$ cat config.mk
export PLATFORM = sky130hd
export DESIGN_NAME = input_sync
export DESIGN_NICKNAME = d
export VERILOG_FILES = /design/src/verilog/mem_pkg.sv /design/src/verilog/input_sync.sv
export VERILOG_INCLUDE_DIRS = /design/src /design/src/include
export SDC_FILE = /design/constraint.sdc
export NUM_CORES = 1
export LEC_CHECK = 0
export BUFFER_PORTS_ARGS = -buffer_cell sky130_fd_sc_hd__buf_2
export CAP_MARGIN = 5
export CORE_AREA = 2 2 48 50
export CTS_CLUSTER_SIZE = 40
export DETAILED_ROUTE_END_ITERATION = 10
export DIE_AREA = 0 0 50 52
export GPL_ROUTABILITY_DRIVEN = 0
export MAX_ROUTING_LAYER = met4
export PLACE_DENSITY = 0.51
export SLEW_MARGIN = 20
export SYNTH_ARGS = -nofsm -noshare
export SYNTH_HDL_FRONTEND = slang
export SYNTH_SLANG_ARGS = --single-unit
$ cat constraint.sdc
create_clock -name Clk -period 0.8 [get_ports Clk]
set_clock_uncertainty 0.15 [all_clocks]
set_input_delay 0.16 -clock Clk [delete_from_list [all_inputs] [get_ports Clk]]
set_output_delay 0.16 -clock Clk [all_outputs]
set_load 0.01 [all_outputs]
$ cat src/include/mem_defines.svh
// Address map and widths for the load/store memory side
// Every access is a full 32-bit word, low two address bits are ignored
// Control-register offsets are byte offsets from CR_BASE
`ifndef MEM_DEFINES_SVH
`define MEM_DEFINES_SVH

// Data memory region
`define D_MEM_WORDS 256
`define D_MEM_BASE  32'h0000_0000
`define D_MEM_TOP   32'h0000_03FF

// Control-register region, 256 bytes of offset space
`define CR_BASE     32'h0000_C000
`define CR_OFF_W    8

// Control-register offsets
`define CR_SEG7_0   8'h00
`define CR_SEG7_1   8'h04
`define CR_SEG7_2   8'h08
`define CR_SEG7_3   8'h0C
`define CR_SEG7_4   8'h10
`define CR_SEG7_5   8'h14
`define CR_LED      8'h18
`define CR_BUTTON_0 8'h1C
`define CR_BUTTON_1 8'h20
`define CR_SWITCH   8'h24

// Board register widths
`define LED_W       10
`define SWITCH_W    10

`endif

$ cat src/verilog/mem_pkg.sv
// Shared struct types for the memory side
// Field widths come from mem_defines.svh

`include "mem_defines.svh"

package mem_pkg;

    // --------------------
    // Core request and response
    // --------------------

    // One word request, wr high for a store
    typedef struct packed {
        logic [31:0] addr;
        logic [31:0] wdata;
        logic        wr;
    } t_mem_req;

    // Load result, address kept for order checks
    typedef struct packed {
        logic [31:0] rdata;
        logic [31:0] addr;
    } t_mem_rsp;

    // --------------------
    // Control registers
    // --------------------

    // Core read/write set, raw segment bytes
    typedef struct packed {
        logic [7:0]        seg7_0;
        logic [7:0]        seg7_1;
        logic [7:0]        seg7_2;
        logic [7:0]        seg7_3;
        logic [7:0]        seg7_4;
        logic [7:0]        seg7_5;
        logic [`LED_W-1:0] led;
    } t_cr_rw;

    // Board-written set, read only from the core
    typedef struct packed {
        logic                 button_0;
        logic                 button_1;
        logic [`SWITCH_W-1:0] switch;
    } t_cr_ro;

    // Board outputs, mirror of the read/write set
    typedef struct packed {
        logic [7:0]        seg7_0;
        logic [7:0]        seg7_1;
        logic [7:0]        seg7_2;
        logic [7:0]        seg7_3;
        logic [7:0]        seg7_4;
        logic [7:0]        seg7_5;
        logic [`LED_W-1:0] led;
    } t_fpga_out;

endpackage

$ cat src/verilog/input_sync.sv
// Two-flop synchronizer for the asynchronous board inputs
// Bits are synchronized one by one, a multi-bit switch change may be seen split
`timescale 1ns/1ps

`include "mem_defines.svh"

module input_sync (
    input  logic                 Clk,
    input  logic                 rst_n,
    input  logic                 button_0,
    input  logic                 button_1,
    input  logic [`SWITCH_W-1:0] switch,
    output mem_pkg::t_cr_ro      sync_ro
);
    import mem_pkg::*;

    t_cr_ro meta;

    // First stage may go metastable, second stage settles it
    always_ff @(posedge Clk or negedge rst_n) begin
        if (!rst_n) begin
            meta    <= '0;
            sync_ro <= '0;
        end else begin
            meta.button_0 <= button_0;
            meta.button_1 <= button_1;
            meta.switch   <= switch;
            sync_ro       <= meta;
        end
    end

endmodule

==> results.cfg <==
[timing]
fin_ws_ns = -0.3294
fin_crit_sh_pct = 141.2
setup_viol = 12
rsz0062_at_grt = true
max-slew-margin-rel_pct = 91.27
tns_ns = -3.783
drv_slew = 0
hold_viol = 0
fin_crit_ns = 1.129
tightest_slew_ns = 0.1310
holdWs_ns = 0.1570
max_freq_mhz = 885.4

[global_route]
antenna_found_initial = 0
grt_pass1_vias = 362
global_route.usage.total_pct = 8.398
grt_pass1_wl_microns = 1462
grt_max_degree = 25
overflow = 0

[synth]
syn_nets = 38
ys_ff_latch = 24
synth_mux_area_share_pct = 0
synth_top_cell_area_share_pct = 100.0
ys_seq_area_share_pct = 100.0
synth_area_leaders = dfrtp_1 (100%)
synthAdderAreaFrac_pct = 0
synth_xor_area_share_pct = 0
synth_top_area_cell = dfrtp_1
ys_warn_count = 0
synthCells = 24
yosys.area_share.simple_pct = 0
avgSynthCellArea_sq_um = 25.02
synth_cell_types = 1
synth-compound-area-share_pct = 0
synthesis.area_sq_um = 600.6

[power]
seq_power_share_pct = 62.9
irDropWorstVdd_v = 0.001112
p_sw_share_pct = 19.44
switchingPower_w = 0.0003973
power.leakage_nw = 0.4648
p_clk_share_pct = 29.1
p_int_w = 0.001647
power_density_mw_per_mm2 = 2144
p_comb_share_pct = 7.9

[clocking]
cts_buffers = 3
clockRootBuffer = clkbuf_4
worstSkewPairLatency_ns = 0.30
clk_pin_slew_ns = 0.12
htree_levels = 1
cts.sink_count = 24
cts_buffer_depth = 2
cts_tree = done

[critical_path]
critPathMaxStageDelay_ns = 0.38
start_kind = flip-flop
path_class = flip-flop to primary output
crit_arrival_ns = 0.82
worstReg2RegStart = meta[10]$_DFF_PN0_
worstPathRequired_ns = 0.49
cp_num_buf_inv = 1
startpoint = sync_ro[2]$_DFF_PN0_
path_cells = buf_2
setup.worst_path.end_class = primary output
cp_slowest_cell = dfrtp_1
r2r_cells = 0
path_delay_family = flip-flops
path_depth = 1
path_max_fanout = 1

[route]
drc = 0
m1WireLength_microns = 321
ant_nets = 0
route.vias.total = 334
wl_microns = 886
met3_length_microns = 40
wl_met2_microns = 523
first_pass_iters = 1
top_layer = met3
drtIter0Drc = 0
via_per_inst = 3.516
routedWlPerCell_microns = 9.326

[finish]
nets = 82
multi_input_area_sq_um = 0
regArea_sq_um = 600.6
drive_gt1_share_pct = 44.78
syn_to_final_growth_pct = 58.75
diodes = 0
nFillCells = 197
post-route-cell-area_sq_um = 953.4
multi_input_cells = 0
final_cell_mix = buf_2 (24), dfrtp_1 (24), dlygate4sd3_1 (13)

[job]
drv_cap = 0

[run_status]
status = finished, violations left
violations = negative setup slack

[floorplan]
io_pins = 26
dieHeight_microns = 52
die-area_sq_mm = 0.002600
dieWidth_microns = 50
core_sq_mm = 0.002106
start_util_pct = 28.52
placementRows = 17

[placed_design]
io_buffers = 25
dpl-instance-area_sq_um = 780.7
dp_slack_ns = 0.005923

[worst_hold_path]
hold_path.class = primary input to async pin
[stage by stage]
step / total power, W / util (%) / std cells
floorplan: 0.001328 / - / 24
global placement: 0.001420 / 37.08 / 78
detailed placement: 0.001425 / 37.08 / 78
CTS: 0.002083 / 44.98 / 95
global route: 0.002163 / 45.28 / 95
finish: 0.002044 / 45.28 / 95
[repair_timing]
item / 4_1_cts / 5_1_grt
endpoints found under the setup margin: 12 / 12
hold buffers: 13 / 0
buffers inserted: 0 / 0
hold endpoints to repair: 36 / 0
gates resized for setup: 0 / 1
[sequential cells by signal, summed over array words and instances (netlist names)]
| signal | flops |
|---|---|
| meta | 12 |
| sync_ro | 12 |
[area by class of cell]
type	count	area share, %
Tap cell	28	3.675
Clock buffer	4	3.806
Sequential cell	24	62.99
Timing Repair Buffer	39	29.53
[Yosys cell counts (all sizes together)]
library cell	instances
dfrtp	24
[kinds of logic after synthesis]
kind of cell  after synthesis
DFF                        24
[worst paths after layout]
check                                   endpoint  slack [ns]
min in group Clk            sync_ro[8]$_DFF_PN0_        0.21
max in group asynchronous  sync_ro[11]$_DFF_PN0_        0.20
min                            meta[0]$_DFF_PN0_        0.16
max reg2reg                sync_ro[10]$_DFF_PN0_        0.17
max                                   sync_ro[2]       -0.33
min reg2reg                 sync_ro[8]$_DFF_PN0_        0.21
[routing by layer]
metal | global-route usage, % | vias to the layer above
met2 | 15.35 | 14
met5 | - | -
met3 | 2.586 | 0
met1 | 7.386 | 162
met4 | 5.556 | 0
li1 | - | 158
[power by group through the flow]
stage               Combinational [W]  Sequential [W]  Clock, W
floorplan                           0         0.00133         0
global placement             0.000111         0.00131         0
detailed placement           0.000113         0.00131         0
CTS                          0.000162         0.00129  0.000634
global route                 0.000176         0.00130  0.000692
finish                       0.000162         0.00129  0.000595
(Power assumes the default switching activity.)
