--- src/include/mem_defines.svh ---
// Address map and widths for the load/store memory side
// Every access is a full 32-bit word, low two address bits are ignored
// Control-register offsets are byte offsets from CR_BASE
`ifndef MEM_DEFINES_SVH
`define MEM_DEFINES_SVH

// Data memory region
`define D_MEM_WORDS 256
`define D_MEM_BASE  32'h0000_0000
`define D_MEM_TOP   32'h0000_03FF

// Control-register region, 256 bytes of offset space
`define CR_BASE     32'h0000_C000
`define CR_OFF_W    8

// Control-register offsets
`define CR_SEG7_0   8'h00
`define CR_SEG7_1   8'h04
`define CR_SEG7_2   8'h08
`define CR_SEG7_3   8'h0C
`define CR_SEG7_4   8'h10
`define CR_SEG7_5   8'h14
`define CR_LED      8'h18
`define CR_BUTTON_0 8'h1C
`define CR_BUTTON_1 8'h20
`define CR_SWITCH   8'h24

// Board register widths
`define LED_W       10
`define SWITCH_W    10

`endif

--- src/verilog/mem_pkg.sv ---
// Shared struct types for the memory side
// Field widths come from mem_defines.svh

`include "mem_defines.svh"

package mem_pkg;

    // --------------------
    // Core request and response
    // --------------------

    // One word request, wr high for a store
    typedef struct packed {
        logic [31:0] addr;
        logic [31:0] wdata;
        logic        wr;
    } t_mem_req;

    // Load result, address kept for order checks
    typedef struct packed {
        logic [31:0] rdata;
        logic [31:0] addr;
    } t_mem_rsp;

    // --------------------
    // Control registers
    // --------------------

    // Core read/write set, raw segment bytes
    typedef struct packed {
        logic [7:0]        seg7_0;
        logic [7:0]        seg7_1;
        logic [7:0]        seg7_2;
        logic [7:0]        seg7_3;
        logic [7:0]        seg7_4;
        logic [7:0]        seg7_5;
        logic [`LED_W-1:0] led;
    } t_cr_rw;

    // Board-written set, read only from the core
    typedef struct packed {
        logic                 button_0;
        logic                 button_1;
        logic [`SWITCH_W-1:0] switch;
    } t_cr_ro;

    // Board outputs, mirror of the read/write set
    typedef struct packed {
        logic [7:0]        seg7_0;
        logic [7:0]        seg7_1;
        logic [7:0]        seg7_2;
        logic [7:0]        seg7_3;
        logic [7:0]        seg7_4;
        logic [7:0]        seg7_5;
        logic [`LED_W-1:0] led;
    } t_fpga_out;

endpackage

--- src/verilog/cr_mem.sv ---
// Control-register memory, flop based
// Core writes SEG7 and LED, reads all, BUTTON and SWITCH are board written
// address is the byte offset from CR_BASE, unknown offsets read zero
`timescale 1ns/1ps

`include "mem_defines.svh"

module cr_mem (
    input  logic                 Clk,
    input  logic                 rst_n,
    input  logic [31:0]          data,
    input  logic [`CR_OFF_W-1:0] address,
    input  logic                 wren,
    input  logic                 rden,
    output logic [31:0]          q,
    input  mem_pkg::t_cr_ro      sync_ro,
    output mem_pkg::t_fpga_out   fpga_out
);
    import mem_pkg::*;

    t_cr_rw      cr_rw;
    t_cr_rw      cr_rw_next;
    t_cr_ro      cr_ro;
    logic [31:0] pre_q;

    // --------------------
    // Store path
    // --------------------

    // Only the read/write set takes core stores
    always_comb begin
        cr_rw_next = cr_rw;
        if (wren) begin
            case (address)
                `CR_SEG7_0: cr_rw_next.seg7_0 = data[7:0];
                `CR_SEG7_1: cr_rw_next.seg7_1 = data[7:0];
                `CR_SEG7_2: cr_rw_next.seg7_2 = data[7:0];
                `CR_SEG7_3: cr_rw_next.seg7_3 = data[7:0];
                `CR_SEG7_4: cr_rw_next.seg7_4 = data[7:0];
                `CR_SEG7_5: cr_rw_next.seg7_5 = data[7:0];
                `CR_LED:    cr_rw_next.led    = data[`LED_W-1:0];
                // RO offsets and holes ignore the store
                default: ;
            endcase
        end
    end

    // Register sets, RO set sampled every cycle from the synchronizer
    always_ff @(posedge Clk or negedge rst_n) begin
        if (!rst_n) begin
            cr_rw <= '0;
            cr_ro <= '0;
        end else begin
            cr_rw <= cr_rw_next;
            cr_ro <= sync_ro;
        end
    end

    // --------------------
    // Load path
    // --------------------

    // Zero-extend whichever register is selected
    always_comb begin
        pre_q = 32'b0;
        if (rden) begin
            case (address)
                `CR_SEG7_0:   pre_q = {24'b0, cr_rw_next.seg7_0};
                `CR_SEG7_1:   pre_q = {24'b0, cr_rw_next.seg7_1};
                `CR_SEG7_2:   pre_q = {24'b0, cr_rw_next.seg7_2};
                `CR_SEG7_3:   pre_q = {24'b0, cr_rw_next.seg7_3};
                `CR_SEG7_4:   pre_q = {24'b0, cr_rw_next.seg7_4};
                `CR_SEG7_5:   pre_q = {24'b0, cr_rw_next.seg7_5};
                `CR_LED:      pre_q = {{(32-`LED_W){1'b0}}, cr_rw_next.led};
                // Board inputs as held in the RO register
                `CR_BUTTON_0: pre_q = {31'b0, cr_ro.button_0};
                `CR_BUTTON_1: pre_q = {31'b0, cr_ro.button_1};
                `CR_SWITCH:   pre_q = {{(32-`SWITCH_W){1'b0}}, cr_ro.switch};
                default:      pre_q = 32'b0;
            endcase
        end
    end

    // Registered load data and board outputs
    always_ff @(posedge Clk or negedge rst_n) begin
        if (!rst_n) begin
            q        <= 32'b0;
            fpga_out <= '0;
        end else begin
            q               <= pre_q;
            fpga_out.seg7_0 <= cr_rw_next.seg7_0;
            fpga_out.seg7_1 <= cr_rw_next.seg7_1;
            fpga_out.seg7_2 <= cr_rw_next.seg7_2;
            fpga_out.seg7_3 <= cr_rw_next.seg7_3;
            fpga_out.seg7_4 <= cr_rw_next.seg7_4;
            fpga_out.seg7_5 <= cr_rw_next.seg7_5;
            fpga_out.led    <= cr_rw_next.led;
        end
    end

endmodule

--- config.mk ---
export PLATFORM = sky130hd
export DESIGN_NAME = cr_mem
export DESIGN_NICKNAME = d
export VERILOG_FILES = /design/src/verilog/mem_pkg.sv /design/src/verilog/cr_mem.sv
export VERILOG_INCLUDE_DIRS = /design/src /design/src/include
export SDC_FILE = /design/constraint.sdc
export NUM_CORES = 1
export LEC_CHECK = 0
export BUFFER_PORTS_ARGS = -buffer_cell sky130_fd_sc_hd__buf_4
export CAP_MARGIN = 15
export CORE_ASPECT_RATIO = 0.8
export CORE_MARGIN = 4
export CORE_UTILIZATION = 49
export DETAILED_ROUTE_END_ITERATION = 8
export GPL_ROUTABILITY_DRIVEN = 0
export GPL_TIMING_DRIVEN = 0
export PLACE_DENSITY_LB_ADDON = 0.15
export SYNTH_ARGS = -nofsm -noshare
export SYNTH_HDL_FRONTEND = slang
export SYNTH_SLANG_ARGS = --single-unit
--- constraint.sdc ---
create_clock -name Clk -period 2.1 [get_ports Clk]
set_clock_uncertainty 0.2 [all_clocks]
set_input_delay 0.315 -clock Clk [delete_from_list [all_inputs] [get_ports Clk]]
set_output_delay 0.315 -clock Clk [all_outputs]
set_load 0.01 [all_outputs]
==> metrics.csv <==
stage;metric;value;unit
detailed_routing;routed_wl;10.6;mm
synth;syn_area;3910;µm²
clock_network;htree_levels;3;
finish;seq_area;2000;µm²
timing;finalHoldViolCount;0;
clock_network;numCtsBuffers;9;
finish;final_cells;585;
critical_path;worstPathRequired;2.14;ns
timing;period_share;0.962;
synth;ys_seq_area_frac;0.512;
power_and_ir_drop;switching_power;817;µW
synth;syn_inst;334;
floorplanning;dieArea;9480;µm²
power_and_ir_drop;p_int;2520;µW
finish;utilization;0.690;
clock_network;tritoncts;done;
clock_network;cts_sinks;80;
detailed_routing;firstDrtPassIters;5;
grt;gr-total-overflow;0;
finish;diodes;0;
detailed_routing;viasPerCell;5.52;
finish;fill_cells;595;
finish;drive_gt1_frac;0.433;
run_status;status;finished, final reports clean;
clock_network;clk_latency;0.35;ns
detailed_routing;drcViolationCount;0;
grt;grt_pass1_vias;3134;
finish;multi_input_area;1740;µm²
synth;ys_types;44;
critical_path;r2r_end;q[0]$_DFF_PN0_;
placement;dpl.cell_count;555;
critical_path;reg2reg_slack;0.33;ns
grt;grt_pass1_wl;16.6;mm
timing;rsz0062_at_grt;no;
grt;grt_use_total;0.230;
power_and_ir_drop;p_comb_frac;0.138;
critical_path;cp-end-kind;register;
detailed_routing;drtAntennaViolNets;0;
critical_path;cp_slowest_cell;nor4b_1;
clock_network;cts_root_buffer;clkbuf_8;
placement;io_buffers;95;
timing;clock.fmax;495;MHz
floorplanning;fp.coreArea;7570;µm²
power_and_ir_drop;p_total;3340;µW
synth;avgSynthCellArea;11.7;µm²
power_and_ir_drop;power.share.clock;0.367;
critical_path;cp-startpoint;address[7];
synth;synth_seq_cells;80;
critical_path;worstPathArrival;2.06;ns
floorplanning;start_util;0.517;
critical_path;rr_startpoint;fpga_out[18]$_DFF_PN0_;
floorplanning;die_w;108;µm
power_and_ir_drop;leakage;0.00257;µW
critical_path;crit_fanout;9;
timing;layout_min_cycle_time;2.02;ns
placement;dp_hpwl;7.87;mm
power_and_ir_drop;p_seq_frac;0.496;
detailed_routing;wire_per_inst;18.2;µm
critical_path;cp_cell_sequence;buf_4 -> nor4b_1 -> and3_1 -> clkbuf_1 -> a32o_1 -> a221oi_1 -> o21ai_0;
power_and_ir_drop;switching_share;0.245;
finish;areaGrowthSynthToFinish;33.6;%
floorplanning;ios;146;
grt;antenna_found_initial;0;
critical_path;r2r_cells;5;
critical_path;cp_slowest_stage_delay;0.49;ns
timing;slew_headroom;0.349;
grt;grt_max_degree;81;
floorplanning;rows;28;
flow_run;max_cap_violations;0;
power_and_ir_drop;p_per_area;639;nW/µm²
timing;slew_viol_final;0;
detailed_routing;drtIter0Drc;230;
clock_network;cts.clk_slew.worst_paths;0.08;ns
detailed_routing;num_vias;3228;
critical_path;critPathLaunchType;primary input;
critical_path;worstSetupPathType;in2reg;
timing;setup_viol_count_final;0;
timing;tightest_slew;0.977;ns
clock_network;clockBufferDepth;2;
floorplanning;die_y;87.9;µm
min_path;hold_start;data[4];
finish;nNetsFinal;532;
min_path;hold_class;in2reg;
synth;yosys_warnings;0;
critical_path;worstSetupEndpoint;q[1]$_DFF_PN0_;
clock_network;cts_setup_buffers;0;
power_and_ir_drop;vdd_drop_max;0.351;mV
[Yosys cell counts (all sizes together)]
library cell  count  area (µm²)
dfrtp            80        2000
xor2              1        8.76
a211o             3        26.3
a41oi             1        8.76
a21oi             6        30.0
a211oi            1        7.51
nor3              3        15.0
nor4              2        12.5
a32oi             1        8.76
or3b              1        8.76
a21boi            9        67.6
nor2b             2        12.5
nand4             2        27.5
o22ai            11        68.8
clkbuf           10        37.5
o32a              1        10.0
mux2i             6        60.1
a221oi            4        35.0
mux2             58         653
conb              1        3.75
a2bb2oi           1        8.76
buf              32         225
nand3b            1        7.51
nor2             18        86.3
nand2            23        91.3
nand3             9        57.6
inv               1        3.75
a22oi            17         128
or4               1        11.3
or3               2        12.5
nor4b             3        32.5
and3              4        25.0
a32o              3        30.0
a31oi             5        31.3
o21ai            11        55.1
[flip-flops by register name (all words and copies together), names as in the netlist]
| register | count |
|---|---|
| q | 10 |
| cr_ro | 12 |
| fpga_out | 58 |
[layout make-up]
| class | instances | share of cell area |
|---|---|---|
| plain buffers | 42 | 0.0505 |
| clock buffers | 10 | 0.0263 |
| clock inverters | 5 | 0.0156 |
| inverters | 1 | 0.000719 |
| multi-input cells | 232 | 0.333 |
| flip-flops and latches | 80 | 0.383 |
| well taps | 105 | 0.0251 |
| repair buffers | 110 | 0.165 |
[layout by cell type, fill, tap and decap left out, types with 3 or more instances in the layout]
cell,n
a221oi_1,4
dfrtp_1,80
a32o_1,3
o21ai_0,11
mux2_2,58
mux2i_1,6
nand2_1,21
clkbuf_1,9
buf_1,4
a21boi_0,9
o22ai_1,11
a31oi_1,5
buf_2,3
and3_1,4
a211o_1,3
a22oi_1,17
buf_4,118
nand3_1,8
nor2_1,16
a21oi_1,6
clkbuf_8,10
dlygate4sd3_1,15
conb_1,22
[how the worst min path moves through the flow]
stage                                  end  slack (ns)  cells past startpoint
finish               fpga_out[4]$_DFF_PN0_        0.07                      2
global route        fpga_out[14]$_DFF_PN0_        0.06                      2
CTS                  fpga_out[9]$_DFF_PN0_       0.001                      2
detailed placement      cr_ro[9]$_DFF_PN0_        0.23                      1
global placement        cr_ro[8]$_DFF_PN0_        0.23                      1
floorplan               cr_ro[0]$_DFF_PN0_       -0.18                      0
[metrics by stage]
step	hold slack, ns	instance area, µm²	worst slack [ns]	TNS [ns]
floorplan	-0.181	3990	0.111	0
global placement	0.225	4830	-0.420	-6.38
detailed placement	0.226	4830	-0.512	-7.10
CTS	0.00108	5190	0.0966	0
global route	0.0614	5220	0.0221	0
finish	0.0685	5220	0.0800	0
[cell families (layout without fill, tap and decap cells)]
group                     Yosys count  after routing  share of synthesized area
other                               1             22                   0.000959
buffers and inverters              43            168                     0.0682
xor gates and xnor gates            1              1                    0.00224
AOI/OAI and AO/OA                  74             74                      0.132
muxes                              64             64                      0.182
and+or+nand+nor                    71             71                      0.102
DFF                                80             80                      0.512
[worst max-delay path, delay by kind of cell]
family / cells / cell delay [ns]
buffers and inverters: 2 / 0.51
AO/OA/AOI/OAI: 3 / 0.52
AND/OR/NAND/NOR: 2 / 0.71
[layer usage]
layer / up-vias / routed length (µm) / track usage
met5: - / 0 / 0
met4: 0 / 148 / 0.0654
met3: 24 / 1010 / 0.0656
met2: 175 / 4610 / 0.335
met1: 1555 / 4870 / 0.337
li1: 1474 / - / -
[power by group through the flow]
stage / registers, µW / clock network (µW) / logic (µW)
floorplan: 1700 / 0 / 194
global placement: 1680 / 0 / 420
global route: 1660 / 1320 / 500
CTS: 1650 / 1250 / 452
detailed placement: 1680 / 0 / 430
finish: 1660 / 1220 / 460
[what timing repair did]
| action | CTS | global route |
|---|---|---|
| endpoints found under the setup margin | 5 | 9 |
| gates resized for setup | 1 | 4 |
| cloned | 0 | 0 |
| hold endpoints to repair | 92 | 2 |
| hold buffers | 13 | 2 |
| pin swaps | 0 | 0 |
Power figures use the tool's default switching activity.
