<file path="src/include/mem_defines.svh">
// Address map and widths for the load/store memory side
// Every access is a full 32-bit word, low two address bits are ignored
// Control-register offsets are byte offsets from CR_BASE
`ifndef MEM_DEFINES_SVH
`define MEM_DEFINES_SVH

// Data memory region
`define D_MEM_WORDS 256
`define D_MEM_BASE  32'h0000_0000
`define D_MEM_TOP   32'h0000_03FF

// Control-register region, 256 bytes of offset space
`define CR_BASE     32'h0000_C000
`define CR_OFF_W    8

// Control-register offsets
`define CR_SEG7_0   8'h00
`define CR_SEG7_1   8'h04
`define CR_SEG7_2   8'h08
`define CR_SEG7_3   8'h0C
`define CR_SEG7_4   8'h10
`define CR_SEG7_5   8'h14
`define CR_LED      8'h18
`define CR_BUTTON_0 8'h1C
`define CR_BUTTON_1 8'h20
`define CR_SWITCH   8'h24

// Board register widths
`define LED_W       10
`define SWITCH_W    10

`endif

</file>
<file path="src/verilog/mem_pkg.sv">
// Shared struct types for the memory side
// Field widths come from mem_defines.svh

`include "mem_defines.svh"

package mem_pkg;

    // --------------------
    // Core request and response
    // --------------------

    // One word request, wr high for a store
    typedef struct packed {
        logic [31:0] addr;
        logic [31:0] wdata;
        logic        wr;
    } t_mem_req;

    // Load result, address kept for order checks
    typedef struct packed {
        logic [31:0] rdata;
        logic [31:0] addr;
    } t_mem_rsp;

    // --------------------
    // Control registers
    // --------------------

    // Core read/write set, raw segment bytes
    typedef struct packed {
        logic [7:0]        seg7_0;
        logic [7:0]        seg7_1;
        logic [7:0]        seg7_2;
        logic [7:0]        seg7_3;
        logic [7:0]        seg7_4;
        logic [7:0]        seg7_5;
        logic [`LED_W-1:0] led;
    } t_cr_rw;

    // Board-written set, read only from the core
    typedef struct packed {
        logic                 button_0;
        logic                 button_1;
        logic [`SWITCH_W-1:0] switch;
    } t_cr_ro;

    // Board outputs, mirror of the read/write set
    typedef struct packed {
        logic [7:0]        seg7_0;
        logic [7:0]        seg7_1;
        logic [7:0]        seg7_2;
        logic [7:0]        seg7_3;
        logic [7:0]        seg7_4;
        logic [7:0]        seg7_5;
        logic [`LED_W-1:0] led;
    } t_fpga_out;

endpackage

</file>
<file path="src/verilog/mem_router.sv">
// Routes core requests to the data memory or the control registers
// One read in flight at most, requests wait while it is pending
// Unmapped reads answer zero, unmapped writes are dropped
`timescale 1ns/1ps

`include "mem_defines.svh"

module mem_router (
    input  logic                            Clk,
    input  logic                            rst_n,
    input  logic                            req_valid,
    output logic                            req_ready,
    input  mem_pkg::t_mem_req               req,
    output logic                            rsp_valid,
    input  logic                            rsp_ready,
    output mem_pkg::t_mem_rsp               rsp,
    output logic                            d_wren,
    output logic                            d_rden,
    output logic [$clog2(`D_MEM_WORDS)-1:0] d_addr,
    output logic                            cr_wren,
    output logic                            cr_rden,
    output logic [`CR_OFF_W-1:0]            cr_addr,
    output logic [31:0]                     wdata,
    input  logic [31:0]                     d_q,
    input  logic [31:0]                     cr_q
);
    import mem_pkg::*;

    localparam int D_ADDR_W = $clog2(`D_MEM_WORDS);
    localparam logic [31:0] CR_BASE_ADDR = `CR_BASE;

    logic        accept;
    logic        in_d;
    logic        in_cr;
    logic        rd_pend;
    logic        rd_from_d;
    logic        rd_from_cr;
    logic [31:0] rd_addr;

    // --------------------
    // Decode
    // --------------------

    // Region hits from the address map
    assign in_d  = (req.addr - `D_MEM_BASE) <= (`D_MEM_TOP - `D_MEM_BASE);
    assign in_cr = req.addr[31:`CR_OFF_W] == CR_BASE_ADDR[31:`CR_OFF_W];

    // Both terms are flops, response slot is free when taken
    assign req_ready = !rd_pend && rsp_ready;
    assign accept    = req_valid && req_ready;

    // Strobes gated by region
    assign d_wren  = accept && req.wr && in_d;
    assign d_rden  = accept && !req.wr && in_d;
    assign cr_wren = accept && req.wr && in_cr;
    assign cr_rden = accept && !req.wr && in_cr;

    // Word index and byte offset
    assign d_addr  = req.addr[2 +: D_ADDR_W];
    assign cr_addr = req.addr[`CR_OFF_W-1:0];
    assign wdata   = req.wdata;

    // --------------------
    // Read tracking
    // --------------------

    always_ff @(posedge Clk or negedge rst_n) begin
        if (!rst_n) begin
            rd_pend    <= 1'b0;
            rd_from_d  <= 1'b0;
            rd_from_cr <= 1'b0;
        end else if (accept && !req.wr) begin
            rd_pend    <= 1'b1;
            rd_from_d  <= in_d;
            rd_from_cr <= in_cr;
        end else if (rsp_valid && rsp_ready) begin
            rd_pend <= 1'b0;
        end
    end

    // Address of the pending load, for the response
    always_ff @(posedge Clk) begin
        if (accept && !req.wr)
            rd_addr <= req.addr;
    end

    // Returning q, zero when neither region matched
    assign rsp_valid = rd_pend;
    assign rsp.addr  = rd_addr;
    assign rsp.rdata = rd_from_d  ? d_q  :
                       rd_from_cr ? cr_q : 32'b0;

endmodule

</file>
<file path="config.mk">
export PLATFORM = sky130hd
export DESIGN_NAME = mem_router
export DESIGN_NICKNAME = d
export VERILOG_FILES = /design/src/verilog/mem_pkg.sv /design/src/verilog/mem_router.sv
export VERILOG_INCLUDE_DIRS = /design/src /design/src/include
export SDC_FILE = /design/constraint.sdc
export NUM_CORES = 1
export LEC_CHECK = 0
export BUFFER_PORTS_ARGS = -buffer_cell sky130_fd_sc_hd__buf_2
export CORE_AREA = 2 2 97 99
export CTS_BUF_LIST = sky130_fd_sc_hd__clkbuf_4
export DETAILED_ROUTE_END_ITERATION = 10
export DIE_AREA = 0 0 99 101
export SLEW_MARGIN = 10
export SYNTH_ARGS = -nofsm -noshare
export SYNTH_HDL_FRONTEND = slang
export SYNTH_SLANG_ARGS = --single-unit
</file>
<file path="constraint.sdc">
create_clock -name Clk -period 3.5 [get_ports Clk]
set_clock_uncertainty 0.2 [all_clocks]
set_input_delay 0.525 -clock Clk [delete_from_list [all_inputs] [get_ports Clk]]
set_output_delay 0.525 -clock Clk [all_outputs]
set_load 0.03 [all_outputs]
</file>
==> flow_metrics.env, run 1 <==
export IMPL_hold_class="input port to flip-flop"
export IMPL_yosysTopAreaCell="edfxtp_1"
export IMPL_netlist_area_um2=1920
export IMPL_drive_above_1_share=0.693
export IMPL_cts_buffers=5
export IMPL_yosys_register_bits=35
export IMPL_wl_per_cell_um=15.4
export IMPL_ys_warn_count=0
export IMPL_dp_hpwl_um=5300
export IMPL_period_share=0.724
export IMPL_worstSetupEndpointType="output pin"
export IMPL_synthTopCellsByArea="edfxtp_1 50%, buf_4 19%, a22o_1 14%"
export IMPL_avgSynthCellArea_um2=12.8
export IMPL_fp_dieW_um=99
export IMPL_synth_nets=283
export IMPL_netlist_instances=150
export IMPL_synth_top_cell_area_share=0.501
export IMPL_place_gp_congestion=0.722
export IMPL_period_needed_ns=2.53
export IMPL_cts_sinks=35
export IMPL_grt_max_degree=36
export IMPL_cts_htree_levels=2
export IMPL_reg2reg_depth=3
export IMPL_clk_path_buf_depth=2
export IMPL_r2r_start="rsp_valid"
export IMPL_io_buffer_count=186
export IMPL_die_h_um=101
export IMPL_first_pass_iters=4
export IMPL_placed_area_um2=2620
export IMPL_slew_viol_final=0
export IMPL_required_ns=2.77
export IMPL_endpoint="rsp[44]"
export IMPL_cp_arrival_ns=1.81
export IMPL_hold_viol_final=0
export IMPL_first_global_vias=1542
export IMPL_cts_tree="built"
export IMPL_ioPinCount=251
export IMPL_finalSetupTns_ns=0
export IMPL_antennaDiodeCount=0
export IMPL_grt_overflow=0
export IMPL_cts_repair_resized=0
export IMPL_synth_cell_types=23
export IMPL_clk_pin_slew_worst_paths_ns=0.11
export IMPL_worst_pin_slew_ns=0.407
export IMPL_slew_headroom=0.729
export IMPL_syn_to_final_growth_pct=40.0
export IMPL_grt_first_pass_wirelength_um=8140
export IMPL_crit_path_start="rd_from_d"
export IMPL_nNetsFinal=425
export IMPL_r2r_end="rd_addr[26]"
export IMPL_finalSetupViolations=0
export IMPL_fin_area_um2=2680
export IMPL_ant_nets=0
export IMPL_worst_r2r_setup_slack_ns=1.77
export IMPL_clk_latency_ns=0.33
export IMPL_start_util=0.214
export IMPL_drv_cap=0
export IMPL_drc=0
export IMPL_root_buffer="clkbuf_4"
export IMPL_startpoint_type="flip-flop"
export IMPL_dieArea_um2=10000
export IMPL_fmax_mhz=395
export IMPL_coreArea_um2=8980
export IMPL_rows=35
export IMPL_critPathKind="flip-flop to output pin"
export IMPL_drt_total_wl_um=6220
export IMPL_via_per_inst=4.19
export IMPL_cellPowerDensity_nw_per_um2=310
export IMPL_first_iter_violations=39
export IMPL_grt_usage=0.106
export IMPL_peakVddDrop_mv=0.173
export IMPL_ys_seq_area_frac=0.540
export IMPL_rsz0062_at_grt="false"
export IMPL_via_count=1692
export IMPL_leakagePower_nw=1.33
export IMPL_antenna_found_initial=0
export IMPL_cp_max_fo=35
export IMPL_status="finished, final reports clean"
## worst min path at each step
stage / startpoint / end / slack [ns] / depth (start not counted)
floorplan: rst_n / rd_from_cr / 0.03 / 0
global placement: rst_n / rsp_valid / 0.12 / 1
detailed placement: rst_n / rsp_valid / 0.12 / 1
CTS: req[44] / rd_addr[11] / 0.16 / 1
global route: req[44] / rd_addr[11] / 0.15 / 1
finish: req[44] / rd_addr[11] / 0.19 / 1
## state kept, by name, indices dropped and copies added (netlist names)
signal	cells
rd_addr	32
rd_from_cr	1
rd_from_d	1
rsp_valid	1
## placed cells by master, fill, tap and decap left out
cell type / netlist / routed
nand2_1: 5 / 5
nor3_1: 1 / 1
a22o_1: 31 / 31
nor4_1: 5 / 5
dlygate4sd3_1: 0 / 1
edfxtp_1: 32 / 32
nand3_2: 1 / 1
nor2b_2: 0 / 1
nand4bb_4: 1 / 1
o41ai_2: 1 / 1
nor4_2: 2 / 2
or2_2: 1 / 1
dfrtp_1: 3 / 3
buf_2: 3 / 186
nor2b_1: 2 / 1
clkinv_1: 0 / 2
nand3_1: 2 / 2
nor2_1: 1 / 1
o31ai_1: 1 / 1
clkbuf_4: 0 / 6
inv_1: 2 / 2
o21ai_1: 1 / 1
nor4_4: 1 / 1
buf_4: 48 / 3
o21ai_0: 1 / 1
or2_1: 1 / 1
## cell type report
| cell class | count | area [um^2] |
|---|---|---|
| clock buffer | 6 | 45.0 |
| clock inverter | 2 | 7.51 |
| fill | 957 | 6290 |
| inverter | 2 | 7.51 |
| multi-input combinational | 58 | 485 |
| sequential | 35 | 1040 |
| tap | 111 | 139 |
| timing repair buffer | 190 | 963 |
## per-layer routing
metal,vias to the layer above,part of all wire,global-route usage
li1,802,-,-
met1,796,0.39,0.134
met2,86,0.50,0.162
met3,8,0.097,0.0465
met4,0,0.012,0.0348
met5,-,0,0
## synth_stat cells
cell,instances
o41ai_2,1
nand2_1,5
o31ai_1,1
buf_4,48
nand4bb_4,1
dfrtp_1,3
or2_2,1
o21ai_1,1
nor4_2,2
nor3_1,1
nor4_4,1
nand3_1,2
or2_1,1
nor2_1,1
o21ai_0,1
buf_2,3
clkbuf_1,4
a22o_1,31
edfxtp_1,32
inv_1,2
nor4_1,5
nand3_2,1
nor2b_1,2
## critical path, stage by stage (launching register included)
cell,delay [ns]
dfrtp_1,0.37
buf_4,0.24
nor2b_2,0.13
buf_4,0.30
a22o_1,0.21
buf_2,0.21
## through the flow
stage	worst slack [ns]	hold WS [ns]	instances	utilization	total power, mW
after floorplan	0.604	0.0294	150	-	0.623
after global placement	0.998	0.122	395	0.292	0.629
after detailed placement	1.01	0.124	395	0.292	0.631
after CTS	0.940	0.164	404	0.299	0.843
after global routing	0.845	0.151	404	0.299	0.873
final	0.966	0.187	404	0.299	0.832
## cells by family after synthesis
kind of cell / after synthesis / synth area share
and+or+nand+nor: 23 / 0.0927
AOI/OAI and AO/OA: 35 / 0.159
buffers and inverters: 57 / 0.208
DFF: 35 / 0.540
## timing repair
action / 4_1_cts / 5_1_grt
hold endpoints to repair: 3 / 0
hold buffers: 1 / 0
setup buffers: 0 / 0
## power by group
group	total, mW	internal, mW	switching, mW
clock network	0.210	0.0822	0.128
logic	0.148	0.0598	0.0886
registers	0.473	0.470	0.00321
total	0.832	0.612	0.220
Power figures use the tool's default switching activity.
==> run 2, diff against run 1 <==
Settings changed: CORE_AREA 2 2 97 99 to 2 2 98 100, DIE_AREA 0 0 99 101 to 0 0 100 102.
Clock period 3.5 ns to 2.1 ns, I/O delays scaled along.
==> run 2 against run 1 <==
Effect of this change:
- routed wire length rose by 2.8%
- cell area increased by 20%
- clock-buffer cell count shrank 1
- clock power is 140% higher
- cell count is 9.7% higher
- first-iteration DRC count rose by 59%
- sequential power rose by 67%
- non-clock buffer count is 39 higher
- critical path depth down 1
- sequential cell count is the same
- power grew 93%
- critical path type unchanged
- highest routed layer unchanged
==> flow_metrics.env, run 2 (synthesis results as in run 1) <==
export IMPL_cts_htree_levels=2
export IMPL_leakagePower_nw=1.54
export IMPL_final_cell_mix="179 x buf_2, 34 x dlygate4sd3_1, 32 x edfxtp_1"
export IMPL_critPathKind="flip-flop to output pin"
export IMPL_p_clk_frac=0.314
export IMPL_grt_first_pass_wirelength_um=8620
export IMPL_cts_tree="built"
export IMPL_syn_to_final_growth_pct=67.6
export IMPL_cp_arrival_ns=1.56
export IMPL_first_global_vias=1758
export IMPL_wl_per_cell_um=14.4
export IMPL_antenna_found_initial=0
export IMPL_start_util=0.210
export IMPL_drive_above_1_share=0.660
export IMPL_period_share=0.987
export IMPL_period_needed_ns=2.07
export IMPL_multiInputGateArea_um2=561
export IMPL_nNetsFinal=464
export IMPL_hold_class="input port to async pin"
export IMPL_worstSetupEndpointType="output pin"
export IMPL_antennaDiodeCount=0
export IMPL_ioPinCount=251
export IMPL_clk_path_buf_depth=2
export IMPL_path_cells="nand4bb_4 -> or2_4 -> nor3_2 -> buf_4"
export IMPL_num_fill_cells=928
export IMPL_pwr_share_seq=0.492
export IMPL_clk_latency_ns=0.33
export IMPL_finalSetupTns_ns=0
export IMPL_critPathBufInv=1
export IMPL_dieArea_um2=10200
export IMPL_finalSetupViolations=0
export IMPL_cts_buffers=5
export IMPL_grt_max_degree=34
export IMPL_first_iter_violations=62
export IMPL_finalWorstSetupSlack_ns=0.0277
export IMPL_ant_nets=0
export IMPL_slew_headroom=0.791
export IMPL_first_pass_iters=4
export IMPL_max_stage_delay_ns=0.45
export IMPL_coreArea_um2=9110
export IMPL_root_buffer="clkbuf_4"
export IMPL_drv_cap=0
export IMPL_startpoint_type="flip-flop"
export IMPL_status="finished, final reports clean"
export IMPL_post_place_cells=398
export IMPL_rsz0062_at_grt="true"
export IMPL_via_count=1846
export IMPL_cellPowerDensity_nw_per_um2=500
export IMPL_rows=35
export IMPL_fmax_mhz=483
export IMPL_dp_slack_ns=0.0558
export IMPL_dp_hpwl_um=4710
export IMPL_clk_pin_slew_worst_paths_ns=0.12
export IMPL_drt_total_wl_um=6390
export IMPL_required_ns=1.58
export IMPL_via_per_inst=4.17
export IMPL_stdcell_count=443
export IMPL_top_register="rd_addr"
export IMPL_cts_sinks=35
export IMPL_die_h_um=102
export IMPL_cpMaxStageDelayCell="dfrtp_1"
export IMPL_switching_power_mw=0.420
export IMPL_grt_overflow=0
export IMPL_p_int_mw=1.18
export IMPL_drc=0
export IMPL_slew_viol_final=0
export IMPL_fp_dieW_um=100
export IMPL_layout_commonest_cell="buf_2"
export IMPL_place_gp_congestion=0.695
export IMPL_seqCellArea_um2=1040
export IMPL_grt_usage=0.110
export IMPL_peakVddDrop_mv=0.277
export IMPL_io_buffer_count=186
export IMPL_cp_top_family="simple AND/OR/NAND/NOR gates"
export IMPL_switching_share=0.262
export IMPL_cp_max_fo=4
export IMPL_hold_viol_final=0
export IMPL_p_comb_frac=0.194
export IMPL_worst_pin_slew_ns=0.313
export IMPL_largest_register_ffs=32
-- run 2: path summary, 6_finish.rpt --
path                                 from          to  slack, ns  cells past startpoint
worst max-delay path            rsp_valid      d_rden       0.03                      4
worst min-delay path                rst_n   rsp_valid       0.11                      2
worst max register to register  rsp_valid  rd_addr[8]       0.44                      4
worst min register to register  rd_from_d   rd_from_d       0.36                      2
max in group asynchronous           rst_n  rd_from_cr       1.49                      2
min in group Clk                rsp_ready  rd_from_cr       0.22                      4
-- run 2: worst reg2reg max path, delay by kind of cell, from the launching register on --
kind | cells | cell delay (ns)
buffers and inverters | 3 | 0.47
AND/OR/NAND/NOR | 1 | 0.22
flip-flops | 1 | 0.45
-- run 2: final cells by class --
cell class | instances | share of cell area
well taps | 111 | 0.0432
flip-flops and latches | 35 | 0.323
clock buffers | 5 | 0.0117
multi-input cells | 58 | 0.175
clock inverters | 3 | 0.0144
repair buffers | 229 | 0.431
inverters | 2 | 0.00234
-- run 2: routing by layer --
layer,GRT usage,part of all wire
met2,0.204,0.53
met3,0.0390,0.089
met4,0.0200,0.00094
met1,0.122,0.38
met5,0,0
-- run 2: per-stage QoR --
stage | hold WS [ns] | total power [mW] | area, um^2 | util
finish | 0.106 | 1.60 | 3210 | 0.353
floorplan | -0.181 | 1.04 | 1960 | -
detailed placement | -0.0847 | 1.06 | 2710 | 0.298
global route | 0.106 | 1.67 | 3210 | 0.353
global placement | -0.0835 | 1.06 | 2710 | 0.298
CTS | 0.105 | 1.62 | 3150 | 0.346
-- run 2: what timing repair did --
action / CTS / global route
pin swaps: 0 / 2
cloned: 0 / 0
resized for setup: 4 / 10
setup endpoints to repair: 2 / 27
hold endpoints to repair: 36 / 0
setup buffers: 0 / 3
hold buffers: 34 / 0
-- run 2: power groups by stage --
stage / Clock [mW] / Combinational (mW) / Sequential [mW]
final: 0.503 / 0.312 / 0.790
after global routing: 0.547 / 0.333 / 0.792
after CTS: 0.523 / 0.303 / 0.790
after detailed placement: 0 / 0.254 / 0.805
after global placement: 0 / 0.251 / 0.804
after floorplan: 0 / 0.197 / 0.844
