`src/verilog/pipe_reg.sv`:
```
// Two-entry skid buffer on a valid/ready link
// in_ready and out_valid come from flops only
// Entry storage has no reset, only the occupancy does
`timescale 1ns/1ps

module pipe_reg #(
    parameter type T_PAYLOAD = logic [31:0]
) (
    input  logic     Clk,
    input  logic     rst_n,
    input  logic     in_valid,
    output logic     in_ready,
    input  T_PAYLOAD in_data,
    output logic     out_valid,
    input  logic     out_ready,
    output T_PAYLOAD out_data
);

    T_PAYLOAD   entry [2];
    logic [1:0] count;
    logic       wr_ptr;
    logic       rd_ptr;
    logic       push;
    logic       pop;

    // Ready while a slot is free, valid while one is held
    assign in_ready  = (count != 2'd2);
    assign out_valid = (count != 2'd0);
    assign out_data  = entry[rd_ptr];

    assign push = in_valid && in_ready;
    assign pop  = out_valid && out_ready;

    // Occupancy and pointers
    always_ff @(posedge Clk or negedge rst_n) begin
        if (!rst_n) begin
            count  <= 2'd0;
            wr_ptr <= 1'b0;
            rd_ptr <= 1'b0;
        end else begin
            if (push)
                wr_ptr <= ~wr_ptr;
            if (pop)
                rd_ptr <= ~rd_ptr;
            // Simultaneous push and pop leave count alone
            if (push && !pop)
                count <= count + 2'd1;
            else if (pop && !push)
                count <= count - 2'd1;
        end
    end

    // Payload slots
    always_ff @(posedge Clk) begin
        if (push)
            entry[wr_ptr] <= in_data;
    end

endmodule
```
`config.mk`:
```
export PLATFORM = sky130hd
export DESIGN_NAME = pipe_reg
export DESIGN_NICKNAME = d
export VERILOG_FILES = /design/src/verilog/pipe_reg.sv
export SDC_FILE = /design/constraint.sdc
export NUM_CORES = 1
export LEC_CHECK = 0
export ABC_AREA = 0
export BUFFER_PORTS_ARGS = -buffer_cell sky130_fd_sc_hd__buf_2
export CAP_MARGIN = 20
export CORE_ASPECT_RATIO = 0.5
export CORE_MARGIN = 2
export CORE_UTILIZATION = 56
export DETAILED_ROUTE_END_ITERATION = 10
export PLACE_DENSITY = 0.88
export SYNTH_ARGS = -nofsm -noshare
export SYNTH_HDL_FRONTEND = slang
export SYNTH_SLANG_ARGS = --single-unit
```
`constraint.sdc`:
```
create_clock -name Clk -period 6.4 [get_ports Clk]
set_clock_uncertainty 0.05 [all_clocks]
set_input_delay 1.28 -clock Clk [delete_from_list [all_inputs] [get_ports Clk]]
set_output_delay 1.28 -clock Clk [all_outputs]
set_load 0.005 [all_outputs]
```
==> results of run 1 <==
[area by class of cell]
type / instances / share of cell area
clock buffers: 9 / 0.0383
flip-flops and latches: 68 / 0.626
inverters: 1 / 0.00116
well taps: 66 / 0.0255
repair buffers: 70 / 0.109
clock inverters: 7 / 0.0240
multi-input cells: 45 / 0.176
[sequential cells by signal (all words and copies together), names as in the netlist]
signal	count
entry	64
count	2
rd_ptr	1
wr_ptr	1
[layout by cell type (no fill, tap or decap)]
master	synthesis	routed
nor2_4	0	1
xor2_1	2	2
clkinvlp_4	0	4
bufinv_16	0	1
buf_2	0	69
buf_4	0	1
or2_1	1	1
mux2_2	3	3
dfrtp_1	4	3
xnor2_1	3	3
clkbuf_8	0	9
nand2_2	1	1
dfrtp_2	0	1
nor2_1	2	1
and3_1	1	1
edfxtp_1	64	64
ha_1	1	1
inv_1	1	1
nand2b_1	1	1
mux2_4	29	29
clkinv_4	0	2
nand2_1	1	1
[metrics by stage]
step                      setup WS (ps)  instances  cell area [µm²]  hold WS (ps)
after floorplan                    3210        118             2660           406
after global placement             3510        250             3030           422
after detailed placement           3500        250             3030           456
after CTS                          3110        266             3230           468
after global routing               3040        266             3230           493
final                              3140        266             3230           454
[worst paths after layout]
kind | startpoint | endpoint | slack (ps) | cells past startpoint
min in group asynchronous | rst_n | wr_ptr | 670 | 1
worst max register to register | count[0] | entry[0][27] | 4520 | 3
worst max-delay path | rd_ptr | out_data[29] | 3140 | 2
max in group asynchronous | rst_n | rd_ptr | 5500 | 1
worst min register to register | count[1] | count[1] | 450 | 1
worst min-delay path | count[1] | count[1] | 450 | 1
[metal layers]
metal / vias up / part of all wire / track usage
met3: 8 / 0.062 / 0.0880
met1: 628 / 0.38 / 0.177
met2: 40 / 0.54 / 0.300
met5: - / 0 / 0
li1: 608 / - / -
met4: 0 / 0.016 / 0.0608
[power by group through the flow]
stage	logic (µW)	clock network [µW]	registers (µW)
floorplan	349	0	646
global placement	390	0	701
detailed placement	404	0	710
CTS	405	352	701
global route	432	369	712
finish	399	343	698
[logic make-up after synthesis]
family                     count (synthesis)
xor gates and xnor gates                   5
adders and majority gates                  1
buffers and inverters                      5
DFF                                       68
muxes                                     32
and+or+nand+nor                            7
[worst register-to-register path, delay by kind of cell (launching register included)]
| kind | cells | cell delay [ps] |
|---|---|---|
| DFF | 1 | 400 |
| and+or+nand+nor | 3 | 1040 |
==> results.py, run 1 <==
metrics = {
    "drt": {
        "via_per_inst": 4.83,
        "first_pass_iters": 4,
        "drt_wl_total_mm": 4.16,
        "vias": 1284,
        "drc_errors": 0,
        "drt_iter0_markers": 109,
        "ant_nets": 0,
        "wl_per_cell_um": 15.6,
    },
    "floorplanning": {
        "rows": 17,
        "fp.dieH_um": 52.7,
        "start_util": 0.592,
        "die-area_um2": 5350,
        "coreArea_um2": 4490,
        "chipWidth_um": 101,
        "ios": 70,
    },
    "critical_path": {
        "critPathLaunchType": "register",
        "critPathArrivalTime_ps": 1930,
        "worstPathRequired_ps": 5070,
        "critPathKind": "reg2out",
        "critPathTopFamily": "flip-flops",
        "crit_path_end_kind": "output port",
        "cp_slowest_cell": "dfrtp_2",
        "path_cells": "mux2_2 > buf_2",
        "critical-path-max-stage-delay_ps": 1020,
        "worstPathMaxFanout": 33,
        "worst-path-buf-inv": 1,
    },
    "synthesis": {
        "yosys_warnings": 0,
        "syn_area_per_cell_um2": 22.5,
        "netlist_instances": 118,
        "synth-adder-area-share": 0.00471,
        "synth.mux.area_fraction": 0.176,
        "syn_area_um2": 2660,
        "ys_seq_area_frac": 0.760,
        "ys_async_sr_fraction": 0.0588,
        "yosysMostFrequentCell": "edfxtp_1",
        "ys.flop_type": "edfxtp_1",
        "ys_top_cells_by_area": "edfxtp_1 72%, mux2_4 16%, dfrtp_1 3.8%",
        "synth_cell_types": 16,
        "synth_top_area_frac": 0.723,
        "yosys.area_share.xor_xnor": 0.0165,
        "synth-compound-area-share": 0,
        "yosysTopAreaCell": "edfxtp_1",
        "yosys-top-cells-count": "64 x edfxtp_1, 29 x mux2_4, 4 x dfrtp_1",
        "synth_top_family_by_area": "multiplexers",
        "synth-seq-cells": 68,
        "synth_edf_count": 64,
        "synth_fp_nets": 155,
        "synthSimpleGateAreaFrac": 0.0136,
    },
    "timing": {
        "post-route-period-util": 0.510,
        "relSlewSlack": 0.345,
        "max_freq_mhz": 306,
        "worst_pin_slew_ps": 983,
        "min_period_ps": 3260,
        "setup_viol": 0,
        "hold_viol_final": 0,
        "rsz0062_at_grt": "false",
        "setup_tns_ps": 0,
        "drv_slew": 0,
    },
    "clocking": {
        "cts_tree": "built",
        "h-tree-depth": 3,
        "postCtsHoldBufs": 0,
        "clock-root-buffer": "clkbuf_8",
        "insertion_delay_ps": 340,
        "cts_resized": 0,
        "cts_buffer_depth": 2,
        "cts-buffers-inserted": 9,
        "clk_pin_slew_ps": 70,
        "post_cts_buffers": 0,
        "cts_sinks": 68,
    },
    "status": {
        "status": "finished clean",
    },
    "global_route": {
        "antenna_found_initial": 0,
        "grt_pass1_wl_mm": 6.04,
        "track_usage": 0.170,
        "grt_overflow": 0,
        "grt_max_degree": 34,
        "grt_pass1_vias": 1243,
    },
    "power_and_ir_drop": {
        "p_switching_uw": 401,
        "power.total_uw": 1440,
        "ir_drop_uv": 364,
        "leakagePower_uw": 0.00130,
        "p_seq_frac": 0.485,
        "swShare": 0.279,
        "internal-power_uw": 1040,
        "p_per_area_nw_per_um2": 446,
        "pwr-share-clk": 0.238,
        "combPwrFrac": 0.277,
    },
    "place": {
        "gp_congestion": 0.634,
        "port_buffers": 69,
        "hpwl_mm": 2.69,
    },
    "final_layout": {
        "area_growth_pct": 21.6,
        "diodes": 0,
        "num-fill-cells": 281,
        "multi_input_area_um2": 569,
        "drive_above_1_share": 0.605,
        "nets": 232,
        "fin_util": 0.720,
        "seqCellArea_um2": 2020,
    },
    "flow_run": {
        "maxCapViolCount": 0,
    },
    "min_path": {
        "holdCritPathClass": "reg2reg",
    },
}
(Power assumes the default switching activity.)
==> run 2, diff against run 1 <==
==> config.mk (replaced) <==
export PLATFORM = sky130hd
export DESIGN_NAME = pipe_reg
export DESIGN_NICKNAME = d
export VERILOG_FILES = /design/src/verilog/pipe_reg.sv
export SDC_FILE = /design/constraint.sdc
export NUM_CORES = 1
export LEC_CHECK = 0
export ABC_AREA = 1
export BUFFER_PORTS_ARGS = -buffer_cell sky130_fd_sc_hd__buf_2
export CAP_MARGIN = 20
export CORE_ASPECT_RATIO = 0.5
export CORE_MARGIN = 2
export CORE_UTILIZATION = 47
export DETAILED_ROUTE_END_ITERATION = 10
export PLACE_DENSITY = 0.79
export SYNTH_ARGS = -nofsm -noshare
export SYNTH_HDL_FRONTEND = slang
export SYNTH_SLANG_ARGS = --single-unit
==> constraint.sdc (replaced) <==
create_clock -name Clk -period 2.7 [get_ports Clk]
set_clock_uncertainty 0.05 [all_clocks]
set_input_delay 0.54 -clock Clk [delete_from_list [all_inputs] [get_ports Clk]]
set_output_delay 0.54 -clock Clk [all_outputs]
set_load 0.005 [all_outputs]
==> results.py, run 2 <==
metrics = {
    "synthesis": {
        "synth-seq-cells": 68,
        "syn_area_um2": 2660,
        "yosysTopAreaCell": "edfxtp_1",
        "ys.flop_type": "edfxtp_1",
        "yosysMostFrequentCell": "nand2_1",
        "netlist_instances": 196,
        "synth_fp_nets": 233,
        "synth_edf_count": 64,
        "yosys-top-cells-count": "91 x nand2_1, 64 x edfxtp_1, 13 x nand2_2",
        "syn_area_per_cell_um2": 13.6,
        "synth_top_area_frac": 0.723,
        "yosys_warnings": 0,
        "ys_async_sr_fraction": 0.0588,
        "synth_cell_types": 17,
        "ys_top_cells_by_area": "edfxtp_1 72%, nand2_1 13%, dfrtp_1 3.8%",
        "ys_seq_area_frac": 0.761,
    },
    "global_route": {
        "grt_pass1_vias": 1610,
        "grt_pass1_wl_mm": 7.45,
        "grt_max_degree": 34,
        "antenna_found_initial": 0,
        "track_usage": 0.161,
        "grt_overflow": 0,
    },
    "floorplanning": {
        "rows": 19,
        "fp.dieH_um": 57.2,
        "start_util": 0.486,
        "chipWidth_um": 110,
        "ios": 70,
        "coreArea_um2": 5470,
        "die-area_um2": 6310,
    },
    "final_layout": {
        "fin_cells": 351,
        "design_area_um2": 3350,
        "fin_util": 0.613,
        "num-fill-cells": 432,
        "drive_above_1_share": 0.385,
        "area_growth_pct": 26.0,
        "diodes": 0,
        "largest_reg_flops": 64,
        "top_regs": "entry x64, count x2",
        "nets": 311,
        "final_common_cell": "nand2_1",
        "largest-register": "entry",
        "mostFrequentLayoutCells": "91 x nand2_1, 69 x buf_2, 64 x edfxtp_1",
    },
    "critical_path": {
        "critPathLaunchType": "register",
        "r2r_setup_slack_ps": 1040,
        "r2r_end": "entry[1][8]",
        "rr_startpoint": "count[0]",
        "worstPathMaxFanout": 21,
        "crit_path_end_kind": "output port",
        "critPathKind": "reg2out",
        "r2r_cells": 5,
        "critPathArrivalTime_ps": 1820,
        "worstPathRequired_ps": 2110,
    },
    "drt": {
        "vias": 1618,
        "ant_nets": 0,
        "first_pass_iters": 6,
        "drt_iter0_markers": 71,
        "wl_per_cell_um": 13.0,
        "via_per_inst": 4.61,
        "drt_wl_total_mm": 4.55,
        "drc_errors": 0,
    },
    "timing": {
        "rsz0062_at_grt": "false",
        "setup_viol": 0,
        "relSlewSlack": 0.420,
        "worst_pin_slew_ps": 871,
        "hold_viol_final": 0,
        "drv_slew": 0,
        "holdWs_ps": 360,
        "min_period_ps": 2410,
        "setup_tns_ps": 0,
        "post-route-period-util": 0.892,
        "max_freq_mhz": 415,
    },
    "min_path": {
        "worstHoldPathCells": 1,
        "min_from": "in_data[11]",
        "hold_end": "entry[0][11]",
        "holdCritPathClass": "in2reg",
    },
    "place": {
        "port_buffers": 69,
        "gp_congestion": 0.698,
        "hpwl_mm": 3.14,
        "dpl_cell_area_um2": 3060,
        "place_inst": 335,
    },
    "flow_run": {
        "maxCapViolCount": 0,
    },
    "clocking": {
        "cts_resized": 0,
        "clock-root-buffer": "clkbuf_16",
        "clk_pin_slew_ps": 50,
        "h-tree-depth": 3,
        "insertion_delay_ps": 320,
        "cts_buffer_depth": 2,
        "cts_sinks": 68,
        "cts_tree": "built",
        "cts-buffers-inserted": 9,
    },
    "power_and_ir_drop": {
        "ir_drop_uv": 447,
        "leakagePower_uw": 0.00146,
        "p_per_area_nw_per_um2": 1110,
    },
    "status": {
        "status": "finished clean",
    },
}
## run 2: how the worst max path moves through the flow
stage,start,to,slack (ps),cells after the start
global placement,rd_ptr,out_data[22],730,4
CTS,rd_ptr,out_data[8],300,4
floorplan,in_valid,entry[0][0],270,2
global route,rd_ptr,out_data[24],180,4
detailed placement,rd_ptr,out_data[8],630,4
finish,rd_ptr,out_data[8],290,4
## run 2: metrics by stage
| stage | worst slack, ps | total power (µW) |
|---|---|---|
| 3_3_place_gp | 727 | 2610 |
| 2_1_floorplan | 269 | 2300 |
| 4_1_cts | 302 | 3760 |
| 6_report | 293 | 3710 |
| 3_5_place_dp | 625 | 2660 |
| 5_1_grt | 178 | 3950 |
## run 2: worst max-delay path, stage by stage, from the launching register on
cell	delay, ps
dfrtp_1	910
buf_4	330
nand2_1	80
nand2_1	80
buf_2	110
## run 2: final cells by class
type / count / area, µm² / share of cell area
inverters: 7 / 33.8 / 0.0101
clock buffers: 10 / 229 / 0.0684
flip-flops and latches: 68 / 2020 / 0.604
multi-input cells: 114 / 522 / 0.156
well taps: 73 / 91.3 / 0.0273
clock inverters: 5 / 53.8 / 0.0161
repair buffers: 74 / 398 / 0.119
## run 2: cell families after synthesis
group,Yosys count,synth area share
and+or+nand+nor,111,0.177
DFF,68,0.761
buffers and inverters,14,0.0485
xor gates and xnor gates,2,0.00942
adders and majority gates,1,0.00471
## run 2: routing by layer
layer  GRT usage  vias to the layer above  wire length [µm]
met3      0.0571                        2               170
met4      0.0536                        0                14
li1            -                      812                 -
met1       0.200                      775              1990
met2       0.269                       29              2370
met5           0                        -                 0
## run 2: power breakdown
| group | internal [µW] | switching [µW] | leakage [µW] |
|---|---|---|---|
| combinational | 420 | 624 | 0.000685 |
| sequential | 1450 | 137 | 0.000643 |
| clock | 703 | 381 | 0.000132 |
## run 2: repair_timing
action	CTS	global route
buffers inserted	0	0
hold buffers	1	0
hold endpoints to repair	4	0
==> run 3, diff against run 2 <==
--- a/config.mk
+++ b/config.mk
@@ -11,6 +11,7 @@
 export CORE_ASPECT_RATIO = 0.5
 export CORE_MARGIN = 2
 export CORE_UTILIZATION = 47
+export CTS_BUF_LIST = sky130_fd_sc_hd__clkbuf_16
 export DETAILED_ROUTE_END_ITERATION = 10
 export PLACE_DENSITY = 0.79
 export SYNTH_ARGS = -nofsm -noshare
==> results.py, run 3 (same netlist as run 2, synthesis figures left out) <==
metrics = {
    "power_and_ir_drop": {
        "p_per_area_nw_per_um2": 1110,
        "ir_drop_uv": 446,
        "p_seq_frac": 0.427,
        "power.total_uw": 3710,
        "leakagePower_uw": 0.00146,
        "combPwrFrac": 0.282,
        "internal-power_uw": 2570,
        "swShare": 0.308,
        "pwr-share-clk": 0.291,
        "p_switching_uw": 1140,
    },
    "drt": {
        "drt_iter0_markers": 71,
        "wl_met2_mm": 2.38,
        "first_pass_iters": 5,
        "top_layer": "met4",
        "wl_per_cell_um": 13.0,
        "drc_errors": 0,
        "ant_nets": 0,
        "via_per_inst": 4.60,
        "drt_wl_total_mm": 4.55,
        "wl_met3_um": 170,
        "vias": 1613,
        "wl_met1_mm": 1.99,
    },
    "final_layout": {
        "largest_reg_flops": 64,
        "nets": 311,
        "drive_above_1_share": 0.385,
        "largest-register": "entry",
        "fin_util": 0.613,
        "final_common_cell": "nand2_1",
        "top_regs": "entry x64, count x2",
        "mostFrequentLayoutCells": "91 x nand2_1, 69 x buf_2, 64 x edfxtp_1",
        "diodes": 0,
        "area_growth_pct": 26.0,
    },
    "floorplanning": {
        "start_util": 0.486,
        "die-area_um2": 6310,
        "ios": 70,
        "rows": 19,
        "coreArea_um2": 5470,
        "chipWidth_um": 110,
        "fp.dieH_um": 57.2,
    },
    "place": {
        "gp_congestion": 0.698,
        "port_buffers": 69,
        "place_ws_ps": 625,
        "hpwl_mm": 3.14,
    },
    "timing": {
        "hold_viol_final": 0,
        "finalWorstSetupSlack_ps": 302,
        "min_period_ps": 2400,
        "drv_slew": 0,
        "relSlewSlack": 0.428,
        "holdWs_ps": 360,
        "post-route-period-util": 0.888,
        "worst_pin_slew_ps": 858,
        "setup_tns_ps": 0,
        "rsz0062_at_grt": "false",
        "setup_viol": 0,
        "max_freq_mhz": 417,
    },
    "global_route": {
        "grt_overflow": 0,
        "track_usage": 0.161,
        "grt_pass1_wl_mm": 7.45,
        "antenna_found_initial": 0,
        "grt_max_degree": 34,
        "grt_pass1_vias": 1610,
    },
    "critical_path": {
        "worstPathMaxFanout": 21,
        "crit_path_end_kind": "output port",
        "critPathKind": "reg2out",
        "critPathLaunchType": "register",
        "critPathArrivalTime_ps": 1810,
        "worstPathRequired_ps": 2110,
    },
    "flow_run": {
        "maxCapViolCount": 0,
    },
    "status": {
        "status": "finished clean",
    },
    "clocking": {
        "cts_buffer_depth": 2,
        "clk_pin_slew_ps": 50,
        "clock-root-buffer": "clkbuf_16",
        "cts-buffers-inserted": 9,
        "insertion_delay_ps": 320,
        "h-tree-depth": 3,
        "cts_sinks": 68,
        "cts_tree": "built",
    },
    "min_path": {
        "holdCritPathClass": "in2reg",
    },
}
[run 3: final timing paths]
check                      depth (start not counted)  slack (ps)            to   startpoint
max                                                4         300   out_data[8]       rd_ptr
min                                                1         360  entry[0][11]  in_data[11]
min reg2reg                                        1         480      count[0]     count[0]
min in group asynchronous                          2         520      count[1]        rst_n
max reg2reg                                        5        1040   entry[1][8]     count[0]
max in group asynchronous                          2        1960        rd_ptr        rst_n
[run 3: layer usage]
layer,track usage,vias up
met2,0.269,29
li1,-,812
met5,0,-
met1,0.200,770
met3,0.0571,2
met4,0.0536,0
[run 3: area by class of cell]
class | count | area, µm²
Clock buffer | 9 | 225
Sequential cell | 68 | 2020
Fill cell | 432 | 2120
Tap cell | 73 | 91.3
Clock inverter | 6 | 57.6
Timing Repair Buffer | 74 | 398
Multi-Input combinational cell | 114 | 522
Inverter | 7 | 33.8
[run 3: power by group through the flow]
stage	Combinational [µW]	Sequential [µW]	Clock, µW
global placement	1030	1590	0
CTS	1070	1580	1100
global route	1190	1610	1150
detailed placement	1060	1610	0
floorplan	758	1540	0
finish	1040	1580	1080
[run 3: repair_timing]
| item | CTS | global route |
|---|---|---|
| hold endpoints to repair | 4 | 0 |
| gates resized for setup | 0 | 0 |
| setup buffers | 0 | 0 |
| hold buffers | 1 | 0 |
[run 3: metrics by stage]
step           instances  instance area, µm²
5_1_grt              351                3350
3_3_place_gp         335                3060
2_1_floorplan        196                2660
6_report             351                3350
4_1_cts              351                3350
3_5_place_dp         335                3060
[run 3: worst max-delay path, cell delays in order, from the launching register on]
cell and delay, ps:
dfrtp_1 900, buf_4 330, nand2_1 80, nand2_1 80
buf_2 110
